===== src/hw/mem_pkg.sv =====
package mem_pkg;

    typedef enum logic
    {
        MEM_READ  = 1'b0,
        MEM_WRITE = 1'b1
    } mem_op_e;

    // Requesters on the shared memory bus.
    typedef enum logic
    {
        MST_DRAIN = 1'b0,
        MST_LOAD  = 1'b1
    } mem_master_e;

endpackage


===== src/hw/wbuf_pkg.sv =====
package wbuf_pkg;

    // Default geometry that the top level overrides.
    localparam int WBUF_SIZE_DEF = 4;
    localparam int ADDR_W_DEF    = 8;   // Word address.
    localparam int DATA_W_DEF    = 32;

    // Drain engine.
    typedef enum logic
    {
        DRAIN_IDLE = 1'b0,
        DRAIN_REQ  = 1'b1
    } drain_state_e;

endpackage

===== src/hw/mem_bus_if.sv =====
`timescale 1ns/1ps

interface mem_bus_if
#(
    parameter int ADDR_W = wbuf_pkg::ADDR_W_DEF,
    parameter int DATA_W = wbuf_pkg::DATA_W_DEF
);

    logic                  req;
    mem_pkg::mem_op_e      op;
    logic [ADDR_W-1:0]     addr;
    logic [DATA_W-1:0]     wdata;
    logic                  gnt;   // Transfer at the edge with req.
    logic [DATA_W-1:0]     rdata; // Valid one cycle after a read grant.

    modport requester
    (
        output req, op, addr, wdata,
        input  gnt, rdata
    );

    modport arbiter
    (
        input  req, op, addr, wdata,
        output gnt, rdata
    );

endinterface


===== src/hw/mem_arbiter.sv =====
`timescale 1ns/1ps

module mem_arbiter
#(
    parameter int ADDR_W = wbuf_pkg::ADDR_W_DEF,
    parameter int DATA_W = wbuf_pkg::DATA_W_DEF
)
(
    input  logic              clk,
    input  logic              rst_n,
    mem_bus_if.arbiter        drain_bus,
    mem_bus_if.arbiter        load_bus,
    output logic              mem_we,
    output logic              mem_en,
    output logic [ADDR_W-1:0] mem_addr,
    output logic [DATA_W-1:0] mem_wdata,
    input  logic [DATA_W-1:0] mem_rdata
);

    mem_pkg::mem_master_e last_q;
    logic                 sel_load;

    // On a tie the side not served last goes first.
    assign drain_bus.gnt = drain_bus.req &&
                           (!load_bus.req || last_q == mem_pkg::MST_LOAD);
    assign load_bus.gnt  = load_bus.req &&
                           (!drain_bus.req || last_q == mem_pkg::MST_DRAIN);

    always_ff @(posedge clk)
    begin
        if (!rst_n)
            last_q <= mem_pkg::MST_LOAD;
        else if (load_bus.gnt)
            last_q <= mem_pkg::MST_LOAD;
        else if (drain_bus.gnt)
            last_q <= mem_pkg::MST_DRAIN;
    end

    assign sel_load  = load_bus.gnt;
    assign mem_en    = drain_bus.gnt || load_bus.gnt;
    assign mem_we    = mem_en &&
                       ((sel_load ? load_bus.op : drain_bus.op) == mem_pkg::MEM_WRITE);
    assign mem_addr  = sel_load ? load_bus.addr  : drain_bus.addr;
    assign mem_wdata = sel_load ? load_bus.wdata : drain_bus.wdata;

    assign drain_bus.rdata = mem_rdata;
    assign load_bus.rdata  = mem_rdata;

    a_one_grant : assert property (@(posedge clk) disable iff (!rst_n)
        !(drain_bus.gnt && load_bus.gnt));

endmodule


===== src/flat_wrapper.sv =====
// flat-port wrapper written by rule: the top's interface ports become plain ports
module mem_arbiter_flat 
#(
    parameter int ADDR_W = wbuf_pkg::ADDR_W_DEF,
    parameter int DATA_W = wbuf_pkg::DATA_W_DEF
)
  (clk, rst_n, mem_we, mem_en, mem_addr, mem_wdata, mem_rdata, drain_bus_req, drain_bus_op, drain_bus_addr, drain_bus_wdata, drain_bus_gnt, drain_bus_rdata, load_bus_req, load_bus_op, load_bus_addr, load_bus_wdata, load_bus_gnt, load_bus_rdata);
  mem_bus_if #(.ADDR_W(ADDR_W), .DATA_W(DATA_W)) drain_bus_i ();
  mem_bus_if #(.ADDR_W(ADDR_W), .DATA_W(DATA_W)) load_bus_i ();
  input  logic clk;
  input  logic rst_n;
  output logic mem_we;
  output logic mem_en;
  output logic [ADDR_W-1:0] mem_addr;
  output logic [DATA_W-1:0] mem_wdata;
  input  logic [DATA_W-1:0] mem_rdata;
  input wire logic [$bits(drain_bus_i.req)-1:0] drain_bus_req;
  input wire logic [$bits(drain_bus_i.op)-1:0] drain_bus_op;
  input wire logic [$bits(drain_bus_i.addr)-1:0] drain_bus_addr;
  input wire logic [$bits(drain_bus_i.wdata)-1:0] drain_bus_wdata;
  output wire logic [$bits(drain_bus_i.gnt)-1:0] drain_bus_gnt;
  output wire logic [$bits(drain_bus_i.rdata)-1:0] drain_bus_rdata;
  input wire logic [$bits(load_bus_i.req)-1:0] load_bus_req;
  input wire logic [$bits(load_bus_i.op)-1:0] load_bus_op;
  input wire logic [$bits(load_bus_i.addr)-1:0] load_bus_addr;
  input wire logic [$bits(load_bus_i.wdata)-1:0] load_bus_wdata;
  output wire logic [$bits(load_bus_i.gnt)-1:0] load_bus_gnt;
  output wire logic [$bits(load_bus_i.rdata)-1:0] load_bus_rdata;
  assign drain_bus_i.req = drain_bus_req;
  assign drain_bus_i.op = drain_bus_op;
  assign drain_bus_i.addr = drain_bus_addr;
  assign drain_bus_i.wdata = drain_bus_wdata;
  assign drain_bus_gnt = drain_bus_i.gnt;
  assign drain_bus_rdata = drain_bus_i.rdata;
  assign load_bus_i.req = load_bus_req;
  assign load_bus_i.op = load_bus_op;
  assign load_bus_i.addr = load_bus_addr;
  assign load_bus_i.wdata = load_bus_wdata;
  assign load_bus_gnt = load_bus_i.gnt;
  assign load_bus_rdata = load_bus_i.rdata;
  mem_arbiter #(.ADDR_W(ADDR_W), .DATA_W(DATA_W)) u_core (.clk(clk), .rst_n(rst_n), .drain_bus(drain_bus_i), .load_bus(load_bus_i), .mem_we(mem_we), .mem_en(mem_en), .mem_addr(mem_addr), .mem_wdata(mem_wdata), .mem_rdata(mem_rdata));
endmodule

===== config.mk =====
export PLATFORM = sky130hd
export DESIGN_NAME = mem_arbiter_flat
export DESIGN_NICKNAME = d
export VERILOG_FILES = /design/src/hw/mem_pkg.sv /design/src/hw/wbuf_pkg.sv /design/src/hw/mem_bus_if.sv /design/src/hw/mem_arbiter.sv /design/src/flat_wrapper.sv
export SDC_FILE = /design/constraint.sdc
export NUM_CORES = 1
export LEC_CHECK = 0
export BUFFER_PORTS_ARGS = -buffer_cell sky130_fd_sc_hd__buf_2
export CORE_AREA = 3 3 85 87
export CTS_BUF_LIST = sky130_fd_sc_hd__clkbuf_16
export CTS_CLUSTER_DIAMETER = 80
export DETAILED_ROUTE_END_ITERATION = 16
export DIE_AREA = 0 0 88 90
export PLACE_DENSITY = 0.58
export SLEW_MARGIN = 40
export SYNTH_ARGS = -nofsm -noshare
export SYNTH_HDL_FRONTEND = slang
export SYNTH_SLANG_ARGS = --single-unit

===== constraint.sdc =====
create_clock -name clk -period 5.1 [get_ports clk]
set_clock_uncertainty 0.05 [all_clocks]
set_input_delay 1.53 -clock clk [delete_from_list [all_inputs] [get_ports clk]]
set_output_delay 1.53 -clock clk [all_outputs]
set_load 0.02 [all_outputs]

==> key figures, run 1 <==
Global route
  – Vias in the first global route: 1036
  – Initial antenna violation count: 0
  – Largest net degree at the start of global routing: 43
  – Global Route Usage Sum: 8.04%
  – Grt ovf: 0
  – First-pass GRT wire length: 5150 um

Floorplanning
  – IO Pins: 226
  – Core Box Area: 6420 sq um
  – Starting Density: 16.5%
  – DIE AREA: 7920 sq um
  – # rows: 29
  – Die Span Y: 90 um
  – Chip Width: 88 um

Routing
  – DR vias: 976
  – DRC viols: 0
  – DRT Wirelength: 3650 um
  – Iteration-0 DRC Markers: 4
  – Detail Route Antenna Nets: 0
  – Routed len/inst: 14.2 um
  – Initial DRT Pass Iterations: 2
  – Via density: 3.81

Worst setup path
  – Worst setup path category: input pin to primary output
  – CP required: 3520 ps
  – R2r setup slk: 4310 ps
  – Crit end category: primary output
  – R2R depth: 2
  – Worst r2r src: u_core.last_q
  – Reg2reg end: u_core.last_q
  – CP max FO: 42
  – WP data arrival: 2840 ps
  – Startpoint types: input pin

Clock tree
  – Number of post-CTS setup repair buffers: 0
  – Clk_lat worst skew: 0 ps
  – Clk pin slew, worst setup/hold paths: 0 ps
  – Post-CTS sizing: 0
  – CTS Hold Bufs: 0

Finish
  – FF/Latch Area: 20.0 sq um
  – Total of fill cells in the finished design: 755
  – P&R area growth vs syn: 21.1%
  – Final net count: 299
  – Final core occ: 20.0%
  – Area of the multi-input gates: 514 sq um
  – Reg with most FFs: u_core.last_q
  – Largest registers: u_core.last_q: 1 flops
  – Layout cell share with drive strength beyond 1: 94.4%
  – Max FFs per register: 1
  – N_diodes: 0

Yosys
  – Post-Syn Instances: 117
  – Mapped Nets: 235
  – #FFs+latches synth: 1
  – Post-Syn Area: 1060 sq um
  – Netlist cell types: 12
  – Yosys Warn Count: 0
  – Seq/Total Area, Yosys: 1.89%
  – Mean Syn Cell Area: 9.06 sq um

Min path
  – Min-Delay Path Class: register to register
  – Hold_sp: u_core.last_q
  – Hold EP: u_core.last_q
  – Hold Path Depth: 2

Outcome
  – Outcome: finished, final reports clean

STA
  – Setup-failing EPs final: 0
  – Worst-Margin Slew: 504 ps
  – Crit share post-route: 86.8%
  – RSZ-0062 raised after global routing: false
  – Slew Limit Fails: 0
  – Final hold viol count: 0
  – Min cycle time layout: 4420 ps
  – Max Fclk: 226 MHz
  – Post-Route Setup TNS: 0 ps
  – Headroom to the max-slew limit: 66.4%

Placement
  – GPL Wtd Cong: 0.668
  – IO Port Bufs: 129
  – DP HPWL: 3270 um

Power
  – Peak supply drop: 0.0349 mV
  – Power Density: 121 nW/um^2
  – Leak: 0.696 nW

Run
  – Max Cap Viol: 0
metrics by stage:
| stage | total power [mW] | area [sq um] | setup WS, ps | hold slack [ps] | instances |
|---|---|---|---|---|---|
| after global placement | 0.157 | 1280 | 660 | 518 | 256 |
| after CTS | 0.158 | 1280 | 633 | 518 | 256 |
| final | 0.155 | 1280 | 676 | 515 | 256 |
| after floorplan | 0.169 | 1060 | 1150 | 482 | 117 |
| after global routing | 0.168 | 1280 | 583 | 627 | 256 |
| after detailed placement | 0.158 | 1280 | 634 | 516 | 256 |
routing by layer:
metal | track usage, % | vias to the layer above | share of wire, %
met1 | 7.31 | 404 | 30
met2 | 16.3 | 89 | 51
met3 | 1.55 | 30 | 14
li1 | - | 453 | -
met4 | 3.58 | 0 | 4.3
met5 | 0 | - | 0
cell usage after synthesis:
master | n | area share, %
buf_4 | 64 | 45
mux2_2 | 37 | 39
buf_6 | 4 | 4.2
mux2_1 | 3 | 3.2
and2_1 | 2 | 1.2
a21boi_4 | 1 | 1.8
a32o_1 | 1 | 0.94
dfxtp_1 | 1 | 1.9
nor2_1 | 1 | 0.35
o21ai_0 | 1 | 0.47
or2_2 | 1 | 0.59
or2b_1 | 1 | 0.71
worst max-delay path by stage:
stage / startpoint / endpoint / slack [ps] / depth (start not counted)
2_1_floorplan: load_bus_req / mem_addr[0] / 1150 / 3
3_3_place_gp: drain_bus_req / mem_wdata[30] / 660 / 5
3_5_place_dp: drain_bus_req / mem_wdata[30] / 630 / 5
4_1_cts: drain_bus_req / mem_wdata[30] / 630 / 5
5_1_grt: load_bus_req / mem_wdata[30] / 580 / 5
6_report: drain_bus_req / mem_wdata[30] / 680 / 5
area by class of cell:
cell class,instances,share of cell area (%)
multi-input combinational,48,40.1
sequential,1,1.56
tap,77,7.50
timing repair buffer,130,50.9
report_power, final:
group          total [mW]  internal (mW)  switching (mW)
sequential        0.00932        0.00858        0.000747
combinational       0.146         0.0705          0.0751
clock                   0              0               0
worst max-delay path, cell delays in order:
cell	delay, ps
buf_2	130
a21boi_4	140
buf_4	450
mux2_2	420
buf_2	170
logic make-up (layout without fill, tap and decap cells):
| logic type | Yosys count | after routing | synth area share, % |
|---|---|---|---|
| buffers and inverters | 68 | 130 | 49.6 |
| AOI/OAI and AO/OA | 3 | 3 | 3.19 |
| DFF | 1 | 1 | 1.89 |
| and+or+nand+nor | 5 | 5 | 2.83 |
| muxes | 40 | 40 | 42.5 |
cell usage in the layout, fill, tap and decap left out:
cell / netlist / final
buf_4: 64 / 1
a21boi_4: 1 / 1
buf_2: 0 / 129
mux2_2: 37 / 37
and2_1: 2 / 2
a32o_1: 1 / 1
mux2_1: 3 / 3
nor2_1: 1 / 1
dfxtp_1: 1 / 1
or2b_1: 1 / 1
o21ai_0: 1 / 1
or2_2: 1 / 1
Power figures use the tool's default switching activity.
==> inputs of run 2 (changes only) <==
- CORE_AREA: 3 3 85 87 -> 2 2 87 89
- DIE_AREA: 0 0 88 90 -> 0 0 89 91
- PLACE_DENSITY: 0.58 -> 0.54
==> run 2 against run 1 <==
  * Register-to-register slack better by 20 ps
  * Core utilization is 1.6 points lower
  * Hold slack worse by 5.1 ps
  * Cell count is 8.6% higher
  * Combinational power hardly changed
  * Via count is 2.0% lower
  * First-iteration DRC count grew to 3.5 times the previous value
  * Critical path depth stayed put
  * Routed wire length is 15% lower
  * Final area is 2.1% higher
  * Setup slack better by 21 ps
  * Largest power group unchanged
  * Total power is 1.6% lower
==> key figures, run 2 (synthesis gave the netlist of run 1 again) <==
Routing
  – Iteration-0 DRC Markers: 14
  – DR vias: 956
  – DRT Wirelength: 3080 um
  – Detail Route Antenna Nets: 0
  – Routed len/inst: 11.1 um
  – DRC viols: 0
  – Via density: 3.44
  – Initial DRT Pass Iterations: 3

Floorplanning
  – Die Span Y: 91 um
  – Chip Width: 89 um
  – DIE AREA: 8100 sq um
  – Starting Density: 14.8%
  – # rows: 31
  – Core Box Area: 7140 sq um
  – IO Pins: 226

Finish
  – Most frequent cells in the layout: buf_2, mux2_2, mux2_1
  – Leading cell type in the layout, fill and taps excluded: buf_2
  – N_diodes: 0
  – Reg with most FFs: u_core.last_q
  – P&R area growth vs syn: 23.7%
  – Layout cell share with drive strength beyond 1: 94.4%
  – Final net count: 299
  – Max FFs per register: 1
  – Largest registers: u_core.last_q: 1 flops

Worst setup path
  – WP data arrival: 2820 ps
  – CP max FO: 42
  – CP required: 3520 ps
  – Crit end category: primary output
  – Startpoint types: input pin
  – Worst setup path category: input pin to primary output

STA
  – Min cycle time layout: 4400 ps
  – Max Fclk: 227 MHz
  – Slew Limit Fails: 0
  – Crit share post-route: 86.3%
  – Final WS setup: 696 ps
  – Setup-failing EPs final: 0
  – RSZ-0062 raised after global routing: false
  – Headroom to the max-slew limit: 65.2%
  – Final hold viol count: 0
  – Worst-Margin Slew: 522 ps
  – Post-Route Setup TNS: 0 ps

Clock tree
  – Clk pin slew, worst setup/hold paths: 0 ps
  – Number of post-CTS setup repair buffers: 0
  – Post-CTS sizing: 0
  – CTS Hold Bufs: 0
  – Clk_lat worst skew: 0 ps

Global route
  – Global Route Usage Sum: 6.45%
  – First-pass GRT wire length: 4270 um
  – Initial antenna violation count: 0
  – Grt ovf: 0
  – Largest net degree at the start of global routing: 43
  – Vias in the first global route: 903

Placement
  – Dpl ws: 657 ps
  – DP HPWL: 2660 um
  – GPL Wtd Cong: 0.644
  – IO Port Bufs: 129

Power
  – Power Density: 116 nW/um^2
  – Leak: 0.696 nW
  – Peak supply drop: 0.0267 mV

Min path
  – Min-Delay Path Class: register to register

Outcome
  – Outcome: finished, final reports clean

Run
  – Max Cap Viol: 0
[run 2: cell counts in the layout (fill, tap and decap cells not counted)]
Identical to the previous run, type by type.
[run 2: report_power, final]
group	internal (mW)	switching (mW)
clock network	0	0
logic	0.0704	0.0727
registers	0.00858	0.000729
total	0.0790	0.0735
[run 2: final cells by class]
class,instances,area [sq um]
Tap cell,99,124
Fill cell,847,5830
Timing Repair Buffer,130,653
Multi-Input combinational cell,48,514
Sequential cell,1,20.0
[run 2: metal layers]
| metal | routed length (um) | global-route usage (%) | part of all wire, % | vias to the layer above |
|---|---|---|---|---|
| met5 | 0 | 0 | 0 | - |
| met4 | 116 | 3.11 | 3.8 | 0 |
| met3 | 361 | 1.55 | 12 | 26 |
| met2 | 1590 | 12.0 | 52 | 64 |
| met1 | 1010 | 6.48 | 33 | 412 |
| li1 | - | - | - | 454 |
[run 2: final timing paths]
kind                                    start       endpoint  slack (ps)  cells after the start
worst max register to register  u_core.last_q  u_core.last_q        4330                      2
worst min-delay path            u_core.last_q  u_core.last_q         510                      2
worst min register to register  u_core.last_q  u_core.last_q         510                      2
worst max-delay path            drain_bus_req    mem_addr[3]         700                      5
[run 2: per-stage QoR]
stage / total power, mW / util, % / std cells / cell area (sq um) / hold WS (ps)
2_1_floorplan: 0.169 / - / 117 / 1060 / 482
3_3_place_gp: 0.153 / 18.4 / 278 / 1310 / 514
3_5_place_dp: 0.154 / 18.4 / 278 / 1310 / 525
4_1_cts: 0.155 / 18.4 / 278 / 1310 / 527
5_1_grt: 0.163 / 18.4 / 278 / 1310 / 584
6_report: 0.152 / 18.4 / 278 / 1310 / 510
[run 2: worst max-delay path: stages]
cell	delay (ps)
buf_2	130
a21boi_4	130
buf_4	450
mux2_2	410
buf_2	160
