**config.mk**
```make
export PLATFORM = sky130hd
export DESIGN_NAME = wbuf_store
export DESIGN_NICKNAME = d
export VERILOG_FILES = /design/src/hw/wbuf_pkg.sv /design/src/hw/wbuf_store.sv /design/src/hw/wbuf_id_gen.sv
export SDC_FILE = /design/constraint.sdc
export NUM_CORES = 1
export LEC_CHECK = 0
export BUFFER_PORTS_ARGS = -buffer_cell sky130_fd_sc_hd__buf_2
export CORE_UTILIZATION = 52
export CTS_CLUSTER_DIAMETER = 60
export CTS_CLUSTER_SIZE = 12
export DETAILED_ROUTE_END_ITERATION = 12
export GPL_TIMING_DRIVEN = 0
export PLACE_DENSITY = 0.8
export SLEW_MARGIN = 40
export SYNTH_ARGS = -nofsm -noshare
export SYNTH_HDL_FRONTEND = slang
export SYNTH_SLANG_ARGS = --single-unit
```
**constraint.sdc**
```tcl
create_clock -name clk -period 7.22 [get_ports clk]
set_input_delay 1.444 -clock clk [delete_from_list [all_inputs] [get_ports clk]]
set_output_delay 1.444 -clock clk [all_outputs]
set_load 0.05 [all_outputs]
```
**src/hw/wbuf_pkg.sv**
```systemverilog
package wbuf_pkg;

    // Default geometry that the top level overrides.
    localparam int WBUF_SIZE_DEF = 4;
    localparam int ADDR_W_DEF    = 8;   // Word address.
    localparam int DATA_W_DEF    = 32;

    // Drain engine.
    typedef enum logic
    {
        DRAIN_IDLE = 1'b0,
        DRAIN_REQ  = 1'b1
    } drain_state_e;

endpackage
```
**src/hw/wbuf_store.sv**
```systemverilog
`timescale 1ns/1ps

module wbuf_store
#(
    parameter int WBUF_SIZE = wbuf_pkg::WBUF_SIZE_DEF,
    parameter int ADDR_W    = wbuf_pkg::ADDR_W_DEF,
    parameter int DATA_W    = wbuf_pkg::DATA_W_DEF
)
(
    input  logic              clk,
    input  logic              rst_n,
    input  logic              store_valid,
    output logic              store_ready,
    input  logic [ADDR_W-1:0] store_addr,
    input  logic [DATA_W-1:0] store_data,
    output logic              head_valid,
    output logic [ADDR_W-1:0] head_addr,
    output logic [DATA_W-1:0] head_data,
    input  logic              head_pop,
    input  logic              free_valid,
    output logic              wbuf_empty
);

    localparam int ID_W  = (WBUF_SIZE > 1) ? $clog2(WBUF_SIZE) : 1;
    localparam int CNT_W = $clog2(WBUF_SIZE + 1);

    logic [ADDR_W-1:0] slot_addr [WBUF_SIZE];
    logic [DATA_W-1:0] slot_data [WBUF_SIZE];
    logic [ID_W-1:0]   order_q   [WBUF_SIZE];  // Ids in arrival order.

    logic [ID_W-1:0]   wr_ptr;
    logic [ID_W-1:0]   rd_ptr;
    logic [CNT_W-1:0]  q_count;
    logic [ID_W-1:0]   alloc_id;
    logic [ID_W-1:0]   head_id;
    logic              store_push;

    wbuf_id_gen #(.WBUF_SIZE(WBUF_SIZE)) u_id_gen
    (
        .clk         (clk),
        .rst_n       (rst_n),
        .alloc_valid (store_valid),
        .alloc_ready (store_ready),
        .alloc_id    (alloc_id),
        .free_valid  (free_valid),
        .free_id     (head_id),   // Drains are in order.
        .empty       (wbuf_empty)
    );

    assign store_push = store_valid && store_ready;

    always_ff @(posedge clk)
    begin
        if (store_push)
        begin
            slot_addr[alloc_id] <= store_addr;
            slot_data[alloc_id] <= store_data;
            order_q[wr_ptr]     <= alloc_id;
        end
    end

    always_ff @(posedge clk)
    begin
        if (!rst_n)
        begin
            wr_ptr  <= '0;
            rd_ptr  <= '0;
            q_count <= '0;
        end
        else
        begin
            if (store_push)
                wr_ptr <= (wr_ptr == ID_W'(WBUF_SIZE - 1)) ? '0 : wr_ptr + 1'b1;
            if (head_pop)
                rd_ptr <= (rd_ptr == ID_W'(WBUF_SIZE - 1)) ? '0 : rd_ptr + 1'b1;
            case ({store_push, head_pop})
                2'b10:   q_count <= q_count + 1'b1;
                2'b01:   q_count <= q_count - 1'b1;
                default: q_count <= q_count;
            endcase
        end
    end

    assign head_id    = order_q[rd_ptr];
    assign head_valid = (q_count != '0);
    assign head_addr  = slot_addr[head_id];
    assign head_data  = slot_data[head_id];

    a_pop_nonempty : assert property (@(posedge clk) disable iff (!rst_n)
        head_pop |-> head_valid);

endmodule

```
**src/hw/wbuf_id_gen.sv**
```systemverilog
`timescale 1ns/1ps

module wbuf_id_gen_entry
(
    input  logic clk,
    input  logic rst_n,
    output logic ready,
    input  logic alloc,
    input  logic free
);

    logic entry_vld;

    always_ff @(posedge clk)
    begin
        if (!rst_n)
            entry_vld <= 1'b0;
        else if (alloc | free)
            entry_vld <= alloc;
    end

    assign ready = !entry_vld;

endmodule

module wbuf_id_gen
#(
    parameter int WBUF_SIZE = wbuf_pkg::WBUF_SIZE_DEF
)
(
    input  logic                                           clk,
    input  logic                                           rst_n,
    input  logic                                           alloc_valid,
    output logic                                           alloc_ready,
    output logic [((WBUF_SIZE > 1) ? $clog2(WBUF_SIZE) : 1)-1:0] alloc_id,
    input  logic                                           free_valid,
    input  logic [((WBUF_SIZE > 1) ? $clog2(WBUF_SIZE) : 1)-1:0] free_id,
    output logic                                           empty
);

    localparam int ID_W = (WBUF_SIZE > 1) ? $clog2(WBUF_SIZE) : 1;

    logic [WBUF_SIZE-1:0] wbuf_ready;
    logic [WBUF_SIZE-1:0] wbuf_alloc;
    logic [WBUF_SIZE-1:0] wbuf_free;

    // Lowest free slot wins.
    always_comb
    begin
        alloc_id = '0;
        for (int i = WBUF_SIZE - 1; i >= 0; i--)
        begin
            if (wbuf_ready[i])
                alloc_id = ID_W'(i);
        end
    end

    for (genvar i = 0; i < WBUF_SIZE; i++)
    begin : g_entry
        assign wbuf_alloc[i] = alloc_valid && alloc_ready && (alloc_id == ID_W'(i));
        assign wbuf_free[i]  = free_valid && (free_id == ID_W'(i));

        wbuf_id_gen_entry u_entry
        (
            .clk   (clk),
            .rst_n (rst_n),
            .ready (wbuf_ready[i]),
            .alloc (wbuf_alloc[i]),
            .free  (wbuf_free[i])
        );
    end

    assign alloc_ready = |wbuf_ready;
    assign empty       = &wbuf_ready;

    // A release must name a slot that the store side took earlier.
    a_free_busy_id : assert property (@(posedge clk) disable iff (!rst_n)
        free_valid |-> !wbuf_ready[free_id]);

endmodule

```
==> results of run 1 <==
==> cell usage after synthesis <==
library cell and n:
buf_6 9, a21oi_1 6, and3_1 4, nor4_1 1
mux2i_1 123, nor2_1 9, nor2b_1 1, o21ai_0 3
or4_1 1, nand2b_1 1, a311oi_1 1, fa_1 1
xnor2_1 1, mux4_2 2, nand3_1 2, a221oi_1 1
xor2_1 1, and4_1 1, clkinv_1 1, edfxtp_1 168
ha_1 6, o21a_1 1, and4b_1 1, or3_1 2
dfxtp_1 13, inv_1 6, buf_2 6, clkbuf_1 2
nand2_1 2, a31oi_1 2, nor3_1 2
==> stage by stage <==
| stage | worst slack, ps | cell area, µm² |
|---|---|---|
| 3_5_place_dp | 3799 | 7961 |
| 2_1_floorplan | 2302 | 7086 |
| 5_1_grt | 3285 | 8503 |
| 4_1_cts | 3336 | 8501 |
| 3_3_place_gp | 151.8 | 7736 |
| 6_report | 3364 | 8503 |
==> power groups by stage <==
| stage | Combinational (µW) | Clock (µW) | Sequential [µW] |
|---|---|---|---|
| 4_1_cts | 444 | 849 | 1200 |
| 3_5_place_dp | 442 | 0 | 1220 |
| 5_1_grt | 464 | 891 | 1200 |
| 6_report | 440 | 838 | 1200 |
| 2_1_floorplan | 328 | 0 | 1220 |
| 3_3_place_gp | 422 | 0 | 1220 |
==> flip-flops by register name, indices dropped and copies added (netlist names), named ones only <==
register,cells
slot_data,128
u_id_gen.g_entry.u_entry.entry_vld,4
slot_addr,32
order_q,8
wr_ptr,2
rd_ptr,2
q_count,3
==> per-layer routing <==
| metal | routed length [µm] | global-route usage | part of all wire |
|---|---|---|---|
| met1 | 5126 | 0.2193 | 0.41 |
| met3 | 681 | 0.05116 | 0.055 |
| met5 | 0 | 0 | 0 |
| met2 | 6223 | 0.3213 | 0.50 |
| met4 | 361 | 0.1060 | 0.029 |
==> path summary, 6_finish.rpt <==
check | startpoint | end | slack (ps)
max | register | head_data[5] | 3360
min | q_count[2] | q_count[2] | 480
max reg2reg | u_id_gen.g_entry[0].u_entry.entry_vld | q_count[2] | 4890
min reg2reg | q_count[2] | q_count[2] | 480
==> cells by family (layout without fill, tap and decap cells) <==
logic type                 Yosys count  after routing  share of synthesized area
adders and majority gates            7              7                    0.01342
and+or+nand+nor                     27             27                    0.02031
other                                0              1                          0
muxes                              125            125                     0.1801
xor gates and xnor gates             2              2                   0.002473
AOI/OAI and AO/OA                   14             14                    0.01165
DFF                                181            181                     0.7487
buffers and inverters               24            154                    0.02331
==> worst reg2reg max path, cell delays in order (launching register included) <==
cell	delay [ps]
dfxtp_1	310
clkbuf_1	200
and4_1	290
inv_1	170
nand2_1	80
ha_1	230
fa_1	390
xnor2_1	140
or3_1	300
a21oi_1	140
==> final cells by class <==
class / count / share of cell area
tap: 176 / 0.02590
multi-input combinational: 175 / 0.1932
clock inverter: 13 / 0.01295
inverter: 7 / 0.003090
antenna: 1 / 0.0002943
sequential: 181 / 0.6239
timing repair buffer: 99 / 0.07387
buffer: 17 / 0.01633
clock buffer: 18 / 0.05047
==> out/metrics.cfg, run 1 <==
[synth]
synth.distinct_cells=31
yosysTopAreaCell=edfxtp_1
syn_area_um2=7086
netlist_instances=380
syn_nets=432
postSynthAreaPerCell_um2=18.65
synth_seq_cells=181
yosys_warnings=0
synthDominantCellAreaShare=0.7120
ys_seq_area_frac=0.7487
synth_area_leaders=edfxtp_1, mux2i_1, dfxtp_1, buf_6, ha_1

[clocking]
cts_sinks=181
post_cts_buffers=0
ctsLongestPathBuffers=2
cts_hold_buf=0
post_cts_resized=0
cts_tree=done
clockRootBuffer=clkbuf_16
path_clk_slew_ps=60
worstSkewPairLatency_ps=420
h-tree-depth=4
numCtsBuffers=17

[global_routing]
grt_overflow=0
grt_pass1_vias=3739
grt_max_degree=18
antenna_found_initial=1
grtUsageTotal=0.1901
grt_pass1_wl_um=19410

[place]
dp.final_hpwl_um=8214
gp_congestion=0.7846
dp_cells=655
io_buffers=86

[timing]
slew_violations=0
setup_tns_ps=0
hold_viol_final=0
fin_crit_sh=0.5341
final.min_clock_period_ps=3856
skew_ps=5.085
hold_ws_ps=478.9
setup_viol=0
rsz0062_at_grt=no
max_slew_margin=0.6644
worstMarginPinSlew_ps=502.2
max_freq_ghz=0.2593

[power_and_ir_drop]
switchingPower_uw=679.6
total_power_uw=2475
intPower_uw=1796
combPwrFrac=0.178
clock_power_share=0.339
netSwitchingFraction=0.2745
irDropWorstVdd_mv=0.1601
power_leakage_uw=0.003302
seqPwrFrac=0.484
p_per_area_nw_per_um2=291.1

[setup_path]
crit_family=multiplexers
arrival_ps=2410
slowest_delay_ps=570
worstSetupPathType=register to primary output
path_depth=6
crit_path_top_delay_cell=mux4_2
cp_max_fo=10
crit_chain=mux4_2 -> buf_6 -> buf_6 -> mux2i_1 -> mux2i_1 -> buf_2
cp_num_buf_inv=3
crit_required_ps=5780
worst_setup_path_start_kind=register
r2r_cells=9
worstSetupEndpointType=primary output

[layout]
drive_gt1_frac=0.2882
finalNonFillerCells=687
final_common_cell=edfxtp_1
regArea_um2=5305
syn2layout_area_growth_pct=20.01
multi_input_area_um2=1643
filler_cell_count=945
post-route-util=0.6421
nets=550
final_cell_mix=edfxtp_1, mux2i_1, buf_2

[floorplan]
dieWidth_um=118.7
ios=88
die_h_um=118.7
start_util=0.5351
dieArea_um2=14100
placementRows=42
coreArea_um2=13240

[detailed_routing]
drt-total-wl_um=12390
firstDrtPassIters=4
wire_per_inst_um=18.04
via_per_inst=5.295
ant_nets=0
vias=3638
drcViolationCount=0
dr.first_iter.drc_count=184

[hold_path]
hold_path_class=register to register
whs_path_depth=2

[job]
cap_viol_max_count=0

[status]
status=completed

(Power assumes the default switching activity.)
==> inputs of run 2 (changes only) <==
PLACE_DENSITY = 0.83   (was 0.8)
clock period = 3.3 ns   (was 7.22 ns; I/O delays follow)
==> run 2 against run 1 <==
- critical path depth stayed put
- combinational power is 120% higher
- clock skew is 5.9 ps higher
- routed wire length is 0.64% lower
- sequential cell count stayed put
- cell area hardly changed
- sequential power is 120% higher
- largest cell class unchanged
==> out/metrics.cfg, run 2 (synthesis gave the netlist of run 1 again) <==
[status]
status=completed

[power_and_ir_drop]
netSwitchingFraction=0.2768  ; +0.002280
p_per_area_nw_per_um2=640.6  ; +120%
seqPwrFrac=0.481  ; -0.003
total_power_uw=5442  ; +120%
combPwrFrac=0.176  ; -0.002
intPower_uw=3936  ; +120%
clock_power_share=0.343  ; +0.004
irDropWorstVdd_mv=0.3637  ; +130%
power_leakage_uw=0.003281  ; -0.64%
switchingPower_uw=1506  ; +120%

[clocking]
h-tree-depth=4  ; unchanged
numCtsBuffers=17  ; unchanged
worstSkewPairLatency_ps=420  ; about the same
cts_sinks=181  ; unchanged
path_clk_slew_ps=70  ; about the same
cts_tree=done
post_cts_buffers=0  ; unchanged
ctsLongestPathBuffers=2  ; unchanged
cts_hold_buf=0  ; unchanged
clockRootBuffer=clkbuf_16
post_cts_resized=0  ; unchanged

[floorplan]
dieWidth_um=118.7  ; unchanged
dieArea_um2=14100  ; unchanged
start_util=0.5351  ; unchanged
die_h_um=118.7  ; unchanged
ios=88  ; unchanged
coreArea_um2=13240  ; unchanged
placementRows=42  ; unchanged

[detailed_routing]
drt-total-wl_um=12310  ; -0.64%
firstDrtPassIters=4  ; unchanged
drcViolationCount=0  ; unchanged
via_per_inst=5.288  ; -0.14%
wire_per_inst_um=18.00  ; -0.20%
vias=3617  ; -0.58%
dr.first_iter.drc_count=271  ; +47%
ant_nets=0  ; unchanged

[layout]
final_cell_mix=edfxtp_1, mux2i_1, buf_2
antenna_cells=0  ; -1
top_regs=slot_data x128, slot_addr x32, order_q x8
post-route-util=0.6415  ; about the same
nets=547  ; -0.55%
finalNonFillerCells=684  ; -0.44%
largest_reg_flops=128  ; unchanged
final_common_cell=edfxtp_1
top_register=slot_data
drive_gt1_frac=0.2835  ; -0.004771
syn2layout_area_growth_pct=19.90  ; about the same

[global_routing]
grtUsageTotal=0.1868  ; -0.003381
antenna_found_initial=0  ; -1
grt_overflow=0  ; unchanged
grt_max_degree=18  ; unchanged
grt_pass1_wl_um=19110  ; -1.5%
grt_pass1_vias=3802  ; +1.7%

[timing]
slew_violations=0  ; unchanged
worstMarginPinSlew_ps=596.5  ; +94.31 ps
max_slew_margin=0.6014  ; -0.06303
skew_ps=11.02  ; +5.935 ps
max_freq_ghz=0.3226
rsz0062_at_grt=no
setup_viol=0  ; unchanged
hold_viol_final=0  ; unchanged
fin_crit_sh=0.9393
final.min_clock_period_ps=3100

[place]
dp.final_hpwl_um=8202  ; -0.15%
dp_cells=652  ; -0.46%
gp_congestion=0.7697  ; -1.9%
io_buffers=86  ; unchanged

[setup_path]
cp_max_fo=10  ; unchanged
r2r_cells=9  ; unchanged
arrival_ps=2440  ; +30 ps
crit_required_ps=2640  ; -3140 ps
reg2reg_slack_ps=1010  ; -3880 ps
worstSetupEndpointType=primary output
worstSetupPathType=register to primary output
worst_setup_path_start_kind=register

[job]
cap_viol_max_count=0  ; unchanged

[hold_path]
hold_path_class=primary input to register
whs_path_depth=1  ; -1

run 2: path summary, 6_finish.rpt:
kind	startpoint	end
worst max-delay path	register	head_data[25]
worst min-delay path	store_data[15]	slot_data[3][15]
worst max register to register	u_id_gen.g_entry[0].u_entry.entry_vld	q_count[2]
worst min register to register	q_count[2]	q_count[2]
run 2: area by class of cell:
| cell class | instances | area, µm² |
|---|---|---|
| Sequential cell | 181 | 5305 |
| Fill cell | 948 | 4747 |
| Multi-Input combinational cell | 175 | 1649 |
| Timing Repair Buffer | 96 | 603.1 |
| Clock buffer | 17 | 425.4 |
| Tap cell | 176 | 220.2 |
| Buffer | 17 | 138.9 |
| Clock inverter | 15 | 127.6 |
| Inverter | 7 | 26.28 |
run 2: worst max-delay path, stage by stage (launching register included):
cell and delay (ps):
dfxtp_1 400, mux4_2 560, buf_6 180, buf_6 170
mux2i_1 130, mux2i_1 260, buf_2 320
run 2: metrics by stage:
step	TNS (ps)	hold slack, ps	instance area [µm²]	setup WS [ps]
3_3_place_gp	-165540	464.6	7741	-1139
6_report	0	448.7	8496	200.5
3_5_place_dp	0	515.2	7943	647.1
4_1_cts	0	430.0	8496	178.2
2_1_floorplan	0	453.8	7091	197.8
5_1_grt	0	429.1	8496	122.9
run 2: power groups by stage:
| stage | Sequential (µW) | Clock (µW) | Combinational, µW |
|---|---|---|---|
| finish | 2620 | 1860 | 957 |
| global route | 2630 | 1990 | 1010 |
| CTS | 2620 | 1900 | 967 |
| detailed placement | 2670 | 0 | 964 |
| global placement | 2670 | 0 | 925 |
| floorplan | 2670 | 0 | 718 |
run 2: per-layer routing:
layer | global-route usage | wire [µm] | share of wire
met2 | 0.3304 | 6685 | 0.54
met5 | 0 | 0 | 0
met4 | 0.1044 | 344 | 0.028
met3 | 0.04778 | 525 | 0.043
met1 | 0.2034 | 4758 | 0.39
