$ cat src/hw/mem_pkg.sv
package mem_pkg;

    typedef enum logic
    {
        MEM_READ  = 1'b0,
        MEM_WRITE = 1'b1
    } mem_op_e;

    // Requesters on the shared memory bus.
    typedef enum logic
    {
        MST_DRAIN = 1'b0,
        MST_LOAD  = 1'b1
    } mem_master_e;

endpackage

$ cat src/hw/wbuf_pkg.sv
package wbuf_pkg;

    // Default geometry that the top level overrides.
    localparam int WBUF_SIZE_DEF = 4;
    localparam int ADDR_W_DEF    = 8;   // Word address.
    localparam int DATA_W_DEF    = 32;

    // Drain engine.
    typedef enum logic
    {
        DRAIN_IDLE = 1'b0,
        DRAIN_REQ  = 1'b1
    } drain_state_e;

endpackage
$ cat src/hw/mem_bus_if.sv
`timescale 1ns/1ps

interface mem_bus_if
#(
    parameter int ADDR_W = wbuf_pkg::ADDR_W_DEF,
    parameter int DATA_W = wbuf_pkg::DATA_W_DEF
);

    logic                  req;
    mem_pkg::mem_op_e      op;
    logic [ADDR_W-1:0]     addr;
    logic [DATA_W-1:0]     wdata;
    logic                  gnt;   // Transfer at the edge with req.
    logic [DATA_W-1:0]     rdata; // Valid one cycle after a read grant.

    modport requester
    (
        output req, op, addr, wdata,
        input  gnt, rdata
    );

    modport arbiter
    (
        input  req, op, addr, wdata,
        output gnt, rdata
    );

endinterface

$ cat src/hw/load_port.sv
`timescale 1ns/1ps

module load_port
#(
    parameter int ADDR_W = wbuf_pkg::ADDR_W_DEF,
    parameter int DATA_W = wbuf_pkg::DATA_W_DEF
)
(
    input  logic              clk,
    input  logic              rst_n,
    input  logic              load_valid,
    output logic              load_ready,
    input  logic [ADDR_W-1:0] load_addr,
    output logic              load_rvalid,
    output logic [DATA_W-1:0] load_rdata,
    mem_bus_if.requester      bus
);

    logic              req_q;
    logic              rvalid_q;
    logic [ADDR_W-1:0] addr_q;

    always_ff @(posedge clk)
    begin
        if (load_valid && load_ready)
            addr_q <= load_addr;
    end

    always_ff @(posedge clk)
    begin
        if (!rst_n)
        begin
            req_q    <= 1'b0;
            rvalid_q <= 1'b0;
        end
        else
        begin
            if (load_valid && load_ready)
                req_q <= 1'b1;
            else if (bus.gnt)
                req_q <= 1'b0;
            rvalid_q <= req_q && bus.gnt;   // Memory data lands a cycle later.
        end
    end

    assign load_ready  = !req_q && !rvalid_q;
    assign load_rvalid = rvalid_q;
    assign load_rdata  = bus.rdata;

    assign bus.req   = req_q;
    assign bus.op    = mem_pkg::MEM_READ;
    assign bus.addr  = addr_q;
    assign bus.wdata = '0;

endmodule

$ cat src/flat_wrapper.sv
// flat-port wrapper written by rule: the top's interface ports become plain ports
module load_port_flat 
#(
    parameter int ADDR_W = wbuf_pkg::ADDR_W_DEF,
    parameter int DATA_W = wbuf_pkg::DATA_W_DEF
)
  (clk, rst_n, load_valid, load_ready, load_addr, load_rvalid, load_rdata, bus_req, bus_op, bus_addr, bus_wdata, bus_gnt, bus_rdata);
  mem_bus_if #(.ADDR_W(ADDR_W), .DATA_W(DATA_W)) bus_i ();
  input  logic clk;
  input  logic rst_n;
  input  logic load_valid;
  output logic load_ready;
  input  logic [ADDR_W-1:0] load_addr;
  output logic load_rvalid;
  output logic [DATA_W-1:0] load_rdata;
  output wire logic [$bits(bus_i.req)-1:0] bus_req;
  output wire logic [$bits(bus_i.op)-1:0] bus_op;
  output wire logic [$bits(bus_i.addr)-1:0] bus_addr;
  output wire logic [$bits(bus_i.wdata)-1:0] bus_wdata;
  input wire logic [$bits(bus_i.gnt)-1:0] bus_gnt;
  input wire logic [$bits(bus_i.rdata)-1:0] bus_rdata;
  assign bus_req = bus_i.req;
  assign bus_op = bus_i.op;
  assign bus_addr = bus_i.addr;
  assign bus_wdata = bus_i.wdata;
  assign bus_i.gnt = bus_gnt;
  assign bus_i.rdata = bus_rdata;
  load_port #(.ADDR_W(ADDR_W), .DATA_W(DATA_W)) u_core (.clk(clk), .rst_n(rst_n), .load_valid(load_valid), .load_ready(load_ready), .load_addr(load_addr), .load_rvalid(load_rvalid), .load_rdata(load_rdata), .bus(bus_i));
endmodule
$ cat config.mk
export PLATFORM = sky130hd
export DESIGN_NAME = load_port_flat
export DESIGN_NICKNAME = d
export VERILOG_FILES = /design/src/hw/mem_pkg.sv /design/src/hw/wbuf_pkg.sv /design/src/hw/mem_bus_if.sv /design/src/hw/load_port.sv /design/src/flat_wrapper.sv
export SDC_FILE = /design/constraint.sdc
export NUM_CORES = 1
export LEC_CHECK = 0
export BUFFER_PORTS_ARGS = -buffer_cell sky130_fd_sc_hd__buf_2
export CAP_MARGIN = 0
export CORE_MARGIN = 2
export CORE_UTILIZATION = 25
export DETAILED_ROUTE_END_ITERATION = 8
export HOLD_SLACK_MARGIN = 0.08
export PLACE_DENSITY = 0.72
export SLEW_MARGIN = 20
export SYNTH_ARGS = -nofsm -noshare
export SYNTH_HDL_FRONTEND = slang
export SYNTH_SLANG_ARGS = --single-unit
$ cat constraint.sdc
create_clock -name clk -period 3 [get_ports clk]
set_input_delay 0.3 -clock clk [delete_from_list [all_inputs] [get_ports clk]]
set_output_delay 0.3 -clock clk [all_outputs]
set_load 0.02 [all_outputs]
==> run summary, run 1 <==
The signal on the critical path passes through nor3b_2. The number of antenna violations at the first check in global routing was 0; the count of routing violations after the opening detailed-route iteration was 6. Across all hold checks on the routed design, the worst slack comes to 216 ps.

Number of instances on the worst hold path: 1. The die covers 3710 um2. The first global-routing pass estimated 1190 um of wire. The highest attainable clock frequency is 0.773 GHz. Synthesis produced 81 cells. The total overflow left after global routing is 0. Once the floorplan was initialized, standard cells occupied 26.3% of the core. The run gives 259 as the number of global-route vias before repair. The critical path data arrival time is 1180 ps, and the count of buffering cells on the critical path with inverters included is 0. Global routing used 4.73% of the available tracks across all layers. The antenna diode count is 0.

STA classifies the critical path startpoint as a register. The worst setup path is captured at a register. Vertical die dimension: 60.9 um. The first TritonRoute pass finished after 2 iterations. Clock-pin slew was measured on the worst setup and hold paths at 60 ps. Total DRC errors in the routed layout: 0. The source of the worst register-to-register timing path is u_core.bus.req. The tools report the number of nets in the final layout as 119.

For this run, the leading register cell type out of synthesis is edfxtp_1. The final clock period utilization by the worst path is 43.1%. Setup repair after global routing left no endpoint under its margin. Number of instances in the placed design: 114. The most instantiated library cell after synthesis is buf_4.

The number of failing hold endpoints at the final stage is 0. For this run, the slowest stage of the critical path takes 590 ps. By startpoint and endpoint, the worst setup path is classified as register to register. For this design the ratio of total power to cell area is 515 nW/um2.

Of all nets on the critical path, the largest fanout is 9. The average instance area after synthesis was 9.99 um2. The global placement routability congestion was 0.674; the number of synthesized register bits was 10. The tree is rooted in a clkbuf_4. For the area of the core region, the log shows 3080 um2. For this design the static power due to leakage is 0.000319 uW. The count of pins on the block boundary came out at 120. TritonCTS built the clock tree.

Ranked by total cell area, the synthesized netlist is headed by buf_4 60%, edfxtp_1 30%, dfxtp_1 4.9%. The sequential fraction of the synthesis area is 34.6%, and the post-route non-filler standard cell count is 118. The max-slew violation count is 0. The synthesized design contains 8 enable-type register cells. The CTS H-tree depth is 1. The number of clock buffers added by TritonCTS is 3. The proportion of synthesized flip-flops having asynchronous set or reset is 0%. The top cell type by area accounts for 60.3% of the synthesized area. At the pin with the least slew margin, the transition time is 663 ps. In this run the critical register-to-register path is captured at u_core.bus.addr[3]. For hold timing, the worst endpoint is u_core.bus.addr[6]. The average wire per standard cell is 8.47 um. In this design, the largest share of critical-path delay is due to simple AND/OR/NAND/NOR gates.

The later-pin clock latency in the skew report is 260 ps. The slowest stage cell on the critical path was nor3b_2. Counting every sink on the clock net gives 10.

In this run the most critical hold path is launched from load_addr[6]. The count of input and output buffers was 22. Setup violations remaining at the end of the flow were counted as 0. The total of warnings raised by yosys came out at 0. The flow ran to the end, and the final reports show no timing, DRC or antenna violations. The share of post-route cells with drive strength above 1 was 36.5%.

The logs give 0 for the number of setup buffers added after CTS and 1710 ps for the reg-to-reg setup timing slack. The worst-case IR drop observed on VDD is 0.138 mV. After detailed routing, the number of vias per cell comes to 2.92. The largest area contributor in the synthesized netlist was buf_4. In this run the horizontal extent of the chip is 60.9 um. The logs give 0 for the count of cells resized by post-cts repair and 20 for the row count. Kind of path behind the tightest hold check: input port to register. Between clock sinks in the finished design, the worst skew comes to 4.95 ps.

The routed design has 1000 um of wire. The mapped netlist covers 810 um2. For the unique cell type count in the Yosys netlist, the log shows 9. The commonest cells after synthesis are 65 x buf_4, 8 x edfxtp_1, 2 x dfxtp_1. The max-cap violation count is 0. Detailed placement finished with a half-perimeter wire length of 837 um. The post-synthesis to final-layout area growth was -21.8%; the maximum buffer depth of the clock tree was 2. Entering global routing, the biggest net connects 10 pins. Detailed routing inserted a total of 344 vias.

The logic depth of the worst register-to-register path works out to 1. The logs give 0 for the number of hold buffers added after CTS and 2890 ps for the required time at the endpoint of the critical path. In this run the remaining antenna-violating nets after routing total 0. Adding up every negative setup slack in the final design gives 0 ps. In this run the tightest slew margin relative to its limit is 55.6%. After layout, the minimum clock period comes to 1290 ps. Summing internal, switching and leakage power gives 326 uW.
[area by class of cell]
class	count	area, um2
clock buffer	4	26.3
fill	339	2440
multi-input combinational	38	161
sequential	10	280
tap	44	55.1
timing repair buffer	22	110
[power by group]
group          internal, uW  total [uW]  switching [uW]
Combinational          13.7        72.0            58.3
Clock                  51.1        90.7            39.6
Sequential              160         163            3.12
Total                   225         326             101
[layer usage]
metal | track usage [%] | vias up | wire length, um
met5 | 0 | - | 0
met4 | 4.04 | 0 | 32
met3 | 5.54 | 10 | 233
met2 | 7.37 | 48 | 462
met1 | 2.73 | 146 | 272
li1 | - | 140 | -
[state kept, by name, summed over array words and instances (netlist names)]
register	count
u_core.bus.addr	8
u_core.bus.req	1
u_core.load_rvalid	1
[placed cells by master (no fill, tap or decap)]
master,count
buf_2,22
clkbuf_1,1
nor2_1,1
clkbuf_4,3
nor2b_1,1
conb_1,33
and3_2,1
edfxtp_1,8
o21a_1,1
dfxtp_1,2
nor3b_2,1
[worst max path at each step]
stage,depth (start not counted),to,slack [ps],from
after floorplan,1,u_core.bus.addr[0],1760,u_core.bus.req
after CTS,1,u_core.bus.addr[7],1720,u_core.bus.req
final,1,u_core.bus.addr[3],1710,u_core.bus.req
after detailed placement,2,u_core.bus.addr[4],1710,load_valid
after global routing,1,u_core.bus.addr[3],1650,u_core.bus.req
after global placement,2,u_core.bus.addr[2],1730,load_valid
[per-stage QoR]
step / setup WS, ps / instance area [um2] / util (%)
6_report: 1710 / 633 / 20.6
5_1_grt: 1650 / 633 / 20.6
4_1_cts: 1720 / 633 / 20.6
3_5_place_dp: 1710 / 607 / 19.7
3_3_place_gp: 1730 / 607 / 19.7
2_1_floorplan: 1760 / 930 / -
[cells by family (layout without fill, tap and decap cells)]
family | after synthesis | count (layout) | share of synthesized area, %
other | 1 | 33 | 0.463
flip-flops | 10 | 10 | 34.6
buffers and inverters | 65 | 26 | 60.3
AO/OA/AOI/OAI | 1 | 1 | 0.928
AND/OR/NAND/NOR | 4 | 4 | 3.71
Power figures use the tool's default switching activity.
==> run 2, diff against run 1 <==
==> constraint.sdc (replaced) <==
create_clock -name clk -period 1.2 [get_ports clk]
set_input_delay 0.12 -clock clk [delete_from_list [all_inputs] [get_ports clk]]
set_output_delay 0.12 -clock clk [all_outputs]
set_load 0.02 [all_outputs]
==> run 2 against run 1 <==
Effect of this change:
- sequential cell count stayed put
- clock power is 140% higher
- sequential share of layout area shrank 5.7 points
- routed wire length increased by 15%
- total power increased to 2.6 times the previous value
- via count grew 15%
==> run summary, run 2 (same netlist as run 1, synthesis figures left out) <==
The run gives 120 (unchanged) as the count of pins on the block boundary. The post-synthesis to final-layout area growth was -10.2% (was -21.8%); the area of the core region was 3080 um2 (unchanged). The die boundary width is 60.9 um (unchanged), and the clock slew seen by the registers of the worst setup and hold paths is 60 ps (about the same). The critical path data arrival time came out at 1000 ps (was 1180 ps). The flip-flop count of the largest register, all copies and words added was 8 (unchanged); the setup skew after layout was 3.25 ps (was 4.95 ps). The post-detailed-routing wire length is 1150 um (was 1000 um), and the average wire per standard cell is 9.07 um (was 8.47 um).

The minimum period implied by the final worst setup slack was 1030 ps (was 1290 ps); the count of input and output buffers was 22 (unchanged). Commonest non-fill, non-tap cell in the layout: conb_1 (unchanged). The number of nets in the final layout is 128 (was 119), and the count of antenna-violating nets left after detailed routing is 0 (unchanged). The run finished with clean final reports. The required time at the endpoint of the critical path came out at 1160 ps (was 2890 ps). The number of failing hold endpoints at the final stage is 0 (unchanged). Final clock period utilization by the worst path: 86.1% (was 43.1%).

The initial core utilization is 26.3% (unchanged), and the number of instances in the placed design is 115 (was 114). The later-pin clock latency in the skew report was 250 ps (was 260 ps); the number of antenna violations at the first check in global routing was 0 (unchanged). The vertical die dimension is 60.9 um (unchanged).

Cell-by-cell trace of the critical path: nor3b_4 > buf_4 (was nor3b_2). For the smallest hold slack, the log shows 89.3 ps (was 216 ps). Power per unit of standard cell area: 1150 nW/um2 (was 515 nW/um2). The via count was 395 (was 344).

The number of global-route vias before repair is 341 (was 259). The run gives 0 (unchanged) as the final setup violation count. The total DRC errors in the routed layout was 0 (unchanged); the first-pass GRT wire length was 1460 um (was 1190 um).

The run gives 168 um2 (was 161 um2) as the total area of multi-input combinational cells. For the HPWL after detailed placement, the log shows 875 um (was 837 um). The maximum single-stage delay on the critical path was 360 ps (was 590 ps). The kind of path behind the tightest hold check is input port to register (unchanged). TritonCTS built the clock tree. For the CTS H-tree depth, the log shows 1 (unchanged).

Clock sink count: 10 (unchanged). Setup repair after global routing left no endpoint under its margin. The setup total negative slack was 0 ps (unchanged); the detailed-route vias per instance was 3.11 (was 2.92). The root buffer cell is clkbuf_4 (unchanged). The slowest stage cell on the critical path was dfxtp_1 (was nor3b_2). For the detailed-router iteration count before antenna repair, the log shows 4 (was 2). The launching element type of the critical path is a register (unchanged). The tools report the sequential standard cell area as 280 um2 (unchanged). The tools report the global route total overflow as 0 (unchanged).

The number of setup buffers added after CTS is 0 (unchanged), and the row count is 20 (unchanged). The antenna diode count is 0 (unchanged), and the pin count of the biggest net entering global routing is 10 (unchanged). The path type of the worst setup path was register to register (unchanged). The worst-path maximum fanout works out to 9 (unchanged). The total track usage was 5.74% (was 4.73%). The run gives 2 (was 6) as the count of routing violations after the opening detailed-route iteration. Share of post-route cells with drive strength above 1: 33.7% (was 36.5%). The die outline area is 3710 um2 (unchanged), and the fill cell total of the finished layout is 328 (was 339).

For the post-route non-filler standard cell count, the log shows 127 (was 118). The TritonCTS buffer count is 3 (unchanged). For the max-cap violation count, the log shows 0 (unchanged). Capturing element type of the critical path: a register (unchanged). The global placement routability congestion is 0.701 (was 0.674). The highest attainable clock frequency was 0.968 GHz (was 0.773 GHz); the maximum ir drop on the vdd rail was 0.294 mV (was 0.138 mV). The static leakage was 0.000359 uW (was 0.000319 uW); the max-slew violation count was 0 (unchanged).

Top library cells by usage in the layout, fill and taps aside: 33 x conb_1, 22 x buf_2, 8 x dlygate4sd3_1, 8 x edfxtp_1, 3 x clkbuf_4 (was 33 x conb_1, 22 x buf_2, 8 x edfxtp_1). For the maximum buffer depth of the clock tree, the log shows 2 (unchanged).
run 2: changes by cell type in the layout (fill, tap and decap cells not counted), sizes merged:
cell / before / now
clkbuf: 4 / 3
clkinv: 0 / 1
dlygate4sd3: 0 / 8
buf: 22 / 23
run 2: area by class of cell:
| type | instances | area share (%) |
|---|---|---|
| clock inverter | 1 | 0.516 |
| timing repair buffer | 31 | 27.2 |
| multi-input combinational | 38 | 23.1 |
| sequential | 10 | 38.6 |
| clock buffer | 3 | 3.10 |
| tap | 44 | 7.57 |
run 2: power by group:
group | total [uW] | internal (uW) | leakage (uW) | switching [uW]
Clock | 222 | 120 | 0.0000154 | 103
Sequential | 409 | 400 | 0.0000931 | 9.44
Combinational | 207 | 56.9 | 0.000250 | 150
run 2: metal layers:
metal	vias to the layer above	wire, um	part of all wire (%)	global-route usage, %
met4	0	53	4.6	4.66
met3	10	235	20	6.18
met5	-	0	0	0
li1	161	-	-	-
met2	53	559	49	9.22
met1	171	304	26	3.50
run 2: what timing repair did:
| action | in CTS | in global routing |
|---|---|---|
| hold endpoints to repair | 8 | 0 |
| setup endpoints to repair | 0 | 0 |
| hold buffers | 8 | 0 |
| gates resized for setup | 0 | 0 |
run 2: critical path: cells and delay by family (launching register included):
family        cells  cell delay, ps
flops             1             360
simple gates      1             190
buf+inv           1             190
run 2: final timing paths:
path                   from            endpoint  slack [ps]  cells past startpoint
max          u_core.bus.req  u_core.bus.addr[6]         170                      2
min                   rst_n      u_core.bus.req          90                      2
min reg2reg  u_core.bus.req  u_core.load_rvalid         590                      1
max reg2reg  u_core.bus.req  u_core.bus.addr[6]         170                      2
run 2: through the flow:
step | util [%] | total power (uW) | worst slack [ps] | instance area (um2)
after detailed placement | 20.2 | 602 | 178 | 621
after global placement | 20.2 | 600 | 199 | 621
final | 23.6 | 839 | 167 | 727
after global routing | 23.6 | 891 | 129 | 727
after CTS | 23.6 | 846 | 167 | 727
after floorplan | - | 794 | 66.9 | 936
==> run 3, diff against run 2 <==
--- a/config.mk
+++ b/config.mk
@@ -12,6 +12,7 @@
 export DETAILED_ROUTE_END_ITERATION = 8
 export HOLD_SLACK_MARGIN = 0.08
 export PLACE_DENSITY = 0.72
+export REMOVE_ABC_BUFFERS = 1
 export SLEW_MARGIN = 20
 export SYNTH_ARGS = -nofsm -noshare
 export SYNTH_HDL_FRONTEND = slang
==> run 3 against run 2 <==
Effect of this change:
- first-iteration DRC count grew to 2.5 times the previous value
- count of clock-buffer cells in the layout is the same
- total power grew 0.47%
- critical path depth is the same
- routed wire length grew 80%
- global-route usage grew 4.4 points
- critical path type unchanged
- largest power group unchanged
==> run summary, run 3 (same netlist as run 1, synthesis figures left out) <==
The kind of path behind the tightest hold check is input port to register (unchanged). The area of the core region is 3080 um2 (unchanged), and the minimum period implied by the final worst setup slack is 997 ps (was 1030 ps). The total track usage is 10.2% (was 5.74%). TritonCTS built the clock tree.

The count of pins on the block boundary came out at 120 (unchanged). The root buffer cell is clkbuf_4 (unchanged). The path type of the worst setup path was register to register (unchanged). The share of post-route cells with drive strength above 1 was 33.3% (was 33.7%); the via count was 406 (was 395).

The clock slew seen by the registers of the worst setup and hold paths works out to 60 ps (about the same). The run gives 960 ps (was 1000 ps) as the critical path data arrival time. Final clock period utilization by the worst path: 83.1% (was 86.1%). The maximum single-stage delay on the critical path was 340 ps (was 360 ps). The max-cap violation count came out at 0 (unchanged). For the final setup violation count, the log shows 0 (unchanged). The number of failing hold endpoints at the final stage is 0 (unchanged), and the first-pass GRT wire length is 2350 um (was 1460 um). The tools report the post-detailed-routing wire length as 2070 um (was 1150 um). The power per unit of standard cell area was 1150 nW/um2 (about the same). Slowest stage cell on the critical path: dfxtp_1 (unchanged).

The commonest non-fill, non-tap cell in the layout was conb_1 (unchanged). The cell depth of the worst setup path was 2 (unchanged); the number of instances on the worst hold path was 2 (unchanged). For the sequential standard cell area, the log shows 280 um2 (unchanged). Largest delay contributor family on the critical path: flip-flops (unchanged). The capturing element type of the critical path was a register (unchanged). The detailed-route vias per instance came out at 3.17 (was 3.11). The HPWL after detailed placement is 1740 um (was 875 um). The number of nets in the final layout came out at 129 (was 128). The total DRC errors in the routed layout was 0 (unchanged); the clock sink count was 10 (unchanged). The run gives 10 (unchanged) as the pin count of the biggest net entering global routing. For the maximum ir drop on the vdd rail, the log shows 0.472 mV (was 0.294 mV).

Top library cells by usage in the layout, fill and taps aside: 33 x conb_1, 22 x buf_2, 9 x dlygate4sd3_1 (was 33 x conb_1, 22 x buf_2, 8 x dlygate4sd3_1, 8 x edfxtp_1, 3 x clkbuf_4). Post-synthesis to final-layout area growth: -9.74% (was -10.2%). The static leakage was 0.000362 uW (was 0.000359 uW); the vertical die dimension was 60.9 um (unchanged).

The setup skew after layout is 1.64 ps (was 3.25 ps), and the number of instances in the placed design is 115 (unchanged). The run gives 20 (unchanged) as the row count. The overall power of the completed layout is 843 uW (was 839 uW). The logs give 23.7% (was 23.6%) for the end-of-flow core utilization and 357 (was 341) for the number of global-route vias before repair. Setup repair after global routing left no endpoint under its margin. The highest attainable clock frequency was 1.00 GHz (was 0.968 GHz). The tools report the total area of multi-input combinational cells as 161 um2 (was 168 um2).

The max-slew violation count was 0 (unchanged); the later-pin clock latency in the skew report was 260 ps (was 250 ps). The tools report the antenna diode count as 0 (unchanged). The tools report the launching element type of the critical path as a register (unchanged).

The number of antenna violations at the first check in global routing was 0 (unchanged). Cell-by-cell trace of the critical path: nor3b_2 > buf_4 (was nor3b_4 > buf_4). The run gives 731 um2 (was 727 um2) as the total non-filler cell area in the finished layout. The TritonCTS buffer count came out at 3 (unchanged). The die outline area is 3710 um2 (unchanged), and the post-detailed-placement cell area is 614 um2 (was 621 um2). The maximum buffer depth of the clock tree came out at 2 (unchanged). For the smallest hold slack, the log shows 138 ps (was 89.3 ps).

Global placement routability congestion: 0.690 (was 0.701). The run gives 0 (unchanged) as the number of setup buffers added after CTS. The required time at the endpoint of the critical path was 1170 ps (was 1160 ps); the die boundary width was 60.9 um (unchanged). The tools report the fill cell total of the finished layout as 339 (was 328). The flip-flop count of the largest register, all copies and words added works out to 8 (unchanged).

The CTS H-tree depth came out at 1 (unchanged). The initial core utilization is 26.3% (unchanged). The run finished with clean final reports. The count of input and output buffers was 22 (unchanged); the logic depth of the worst register-to-register path was 2 (unchanged). The logs give 4 (unchanged) for the detailed-router iteration count before antenna repair and 128 (was 127) for the post-route non-filler standard cell count. The worst-path maximum fanout is 9 (unchanged). The count of buffering cells on the critical path with inverters included is 1 (unchanged). The global route total overflow was 0 (unchanged). Count of routing violations after the opening detailed-route iteration: 5 (was 2). The average wire per standard cell is 16.2 um (was 9.07 um). The count of antenna-violating nets left after detailed routing came out at 0 (unchanged).
## run 3: final cells by class
class | instances | area share (%)
Clock buffer | 3 | 3.08
Clock inverter | 1 | 0.514
Sequential cell | 10 | 38.4
Multi-Input combinational cell | 38 | 22.1
Tap cell | 44 | 7.53
Timing Repair Buffer | 32 | 28.4
## run 3: layer usage
layer / global-route usage [%] / up-vias / part of all wire, %
met4: 1.86 / 0 / 0
met5: 0 / - / 0
met1: 9.35 / 179 / 30
met3: 17.5 / 0 / 34
met2: 11.1 / 66 / 36
li1: - / 161 / -
## run 3: power by group
| part | switching (uW) | internal, uW |
|---|---|---|
| sequential | 7.38 | 400 |
| clock | 105 | 120 |
| combinational | 153 | 56.9 |
## run 3: worst reg2reg max path, cell delays in order, from the launching register on
cell and delay, ps:
dfxtp_1 340, nor3b_2 170, buf_4 190
## run 3: metrics by stage
step | setup slack, ps | setup TNS, ps
2_1_floorplan | -40.1 | -321
3_3_place_gp | 227 | 0
3_5_place_dp | 191 | 0
4_1_cts | 183 | 0
5_1_grt | 146 | 0
6_report | 203 | 0
## run 3: worst paths after layout
kind | endpoint | startpoint | slack [ps]
hold / removal | u_core.load_rvalid | bus_gnt | 140
hold reg to reg | u_core.load_rvalid | u_core.bus.req | 560
setup / recovery | u_core.bus.addr[6] | u_core.bus.req | 200
setup reg to reg | u_core.bus.addr[6] | u_core.bus.req | 200
## run 3: what timing repair did
action,in CTS,in global routing
hold buffers,9,0
gates resized for setup,0,0
endpoints found under the hold margin,9,0
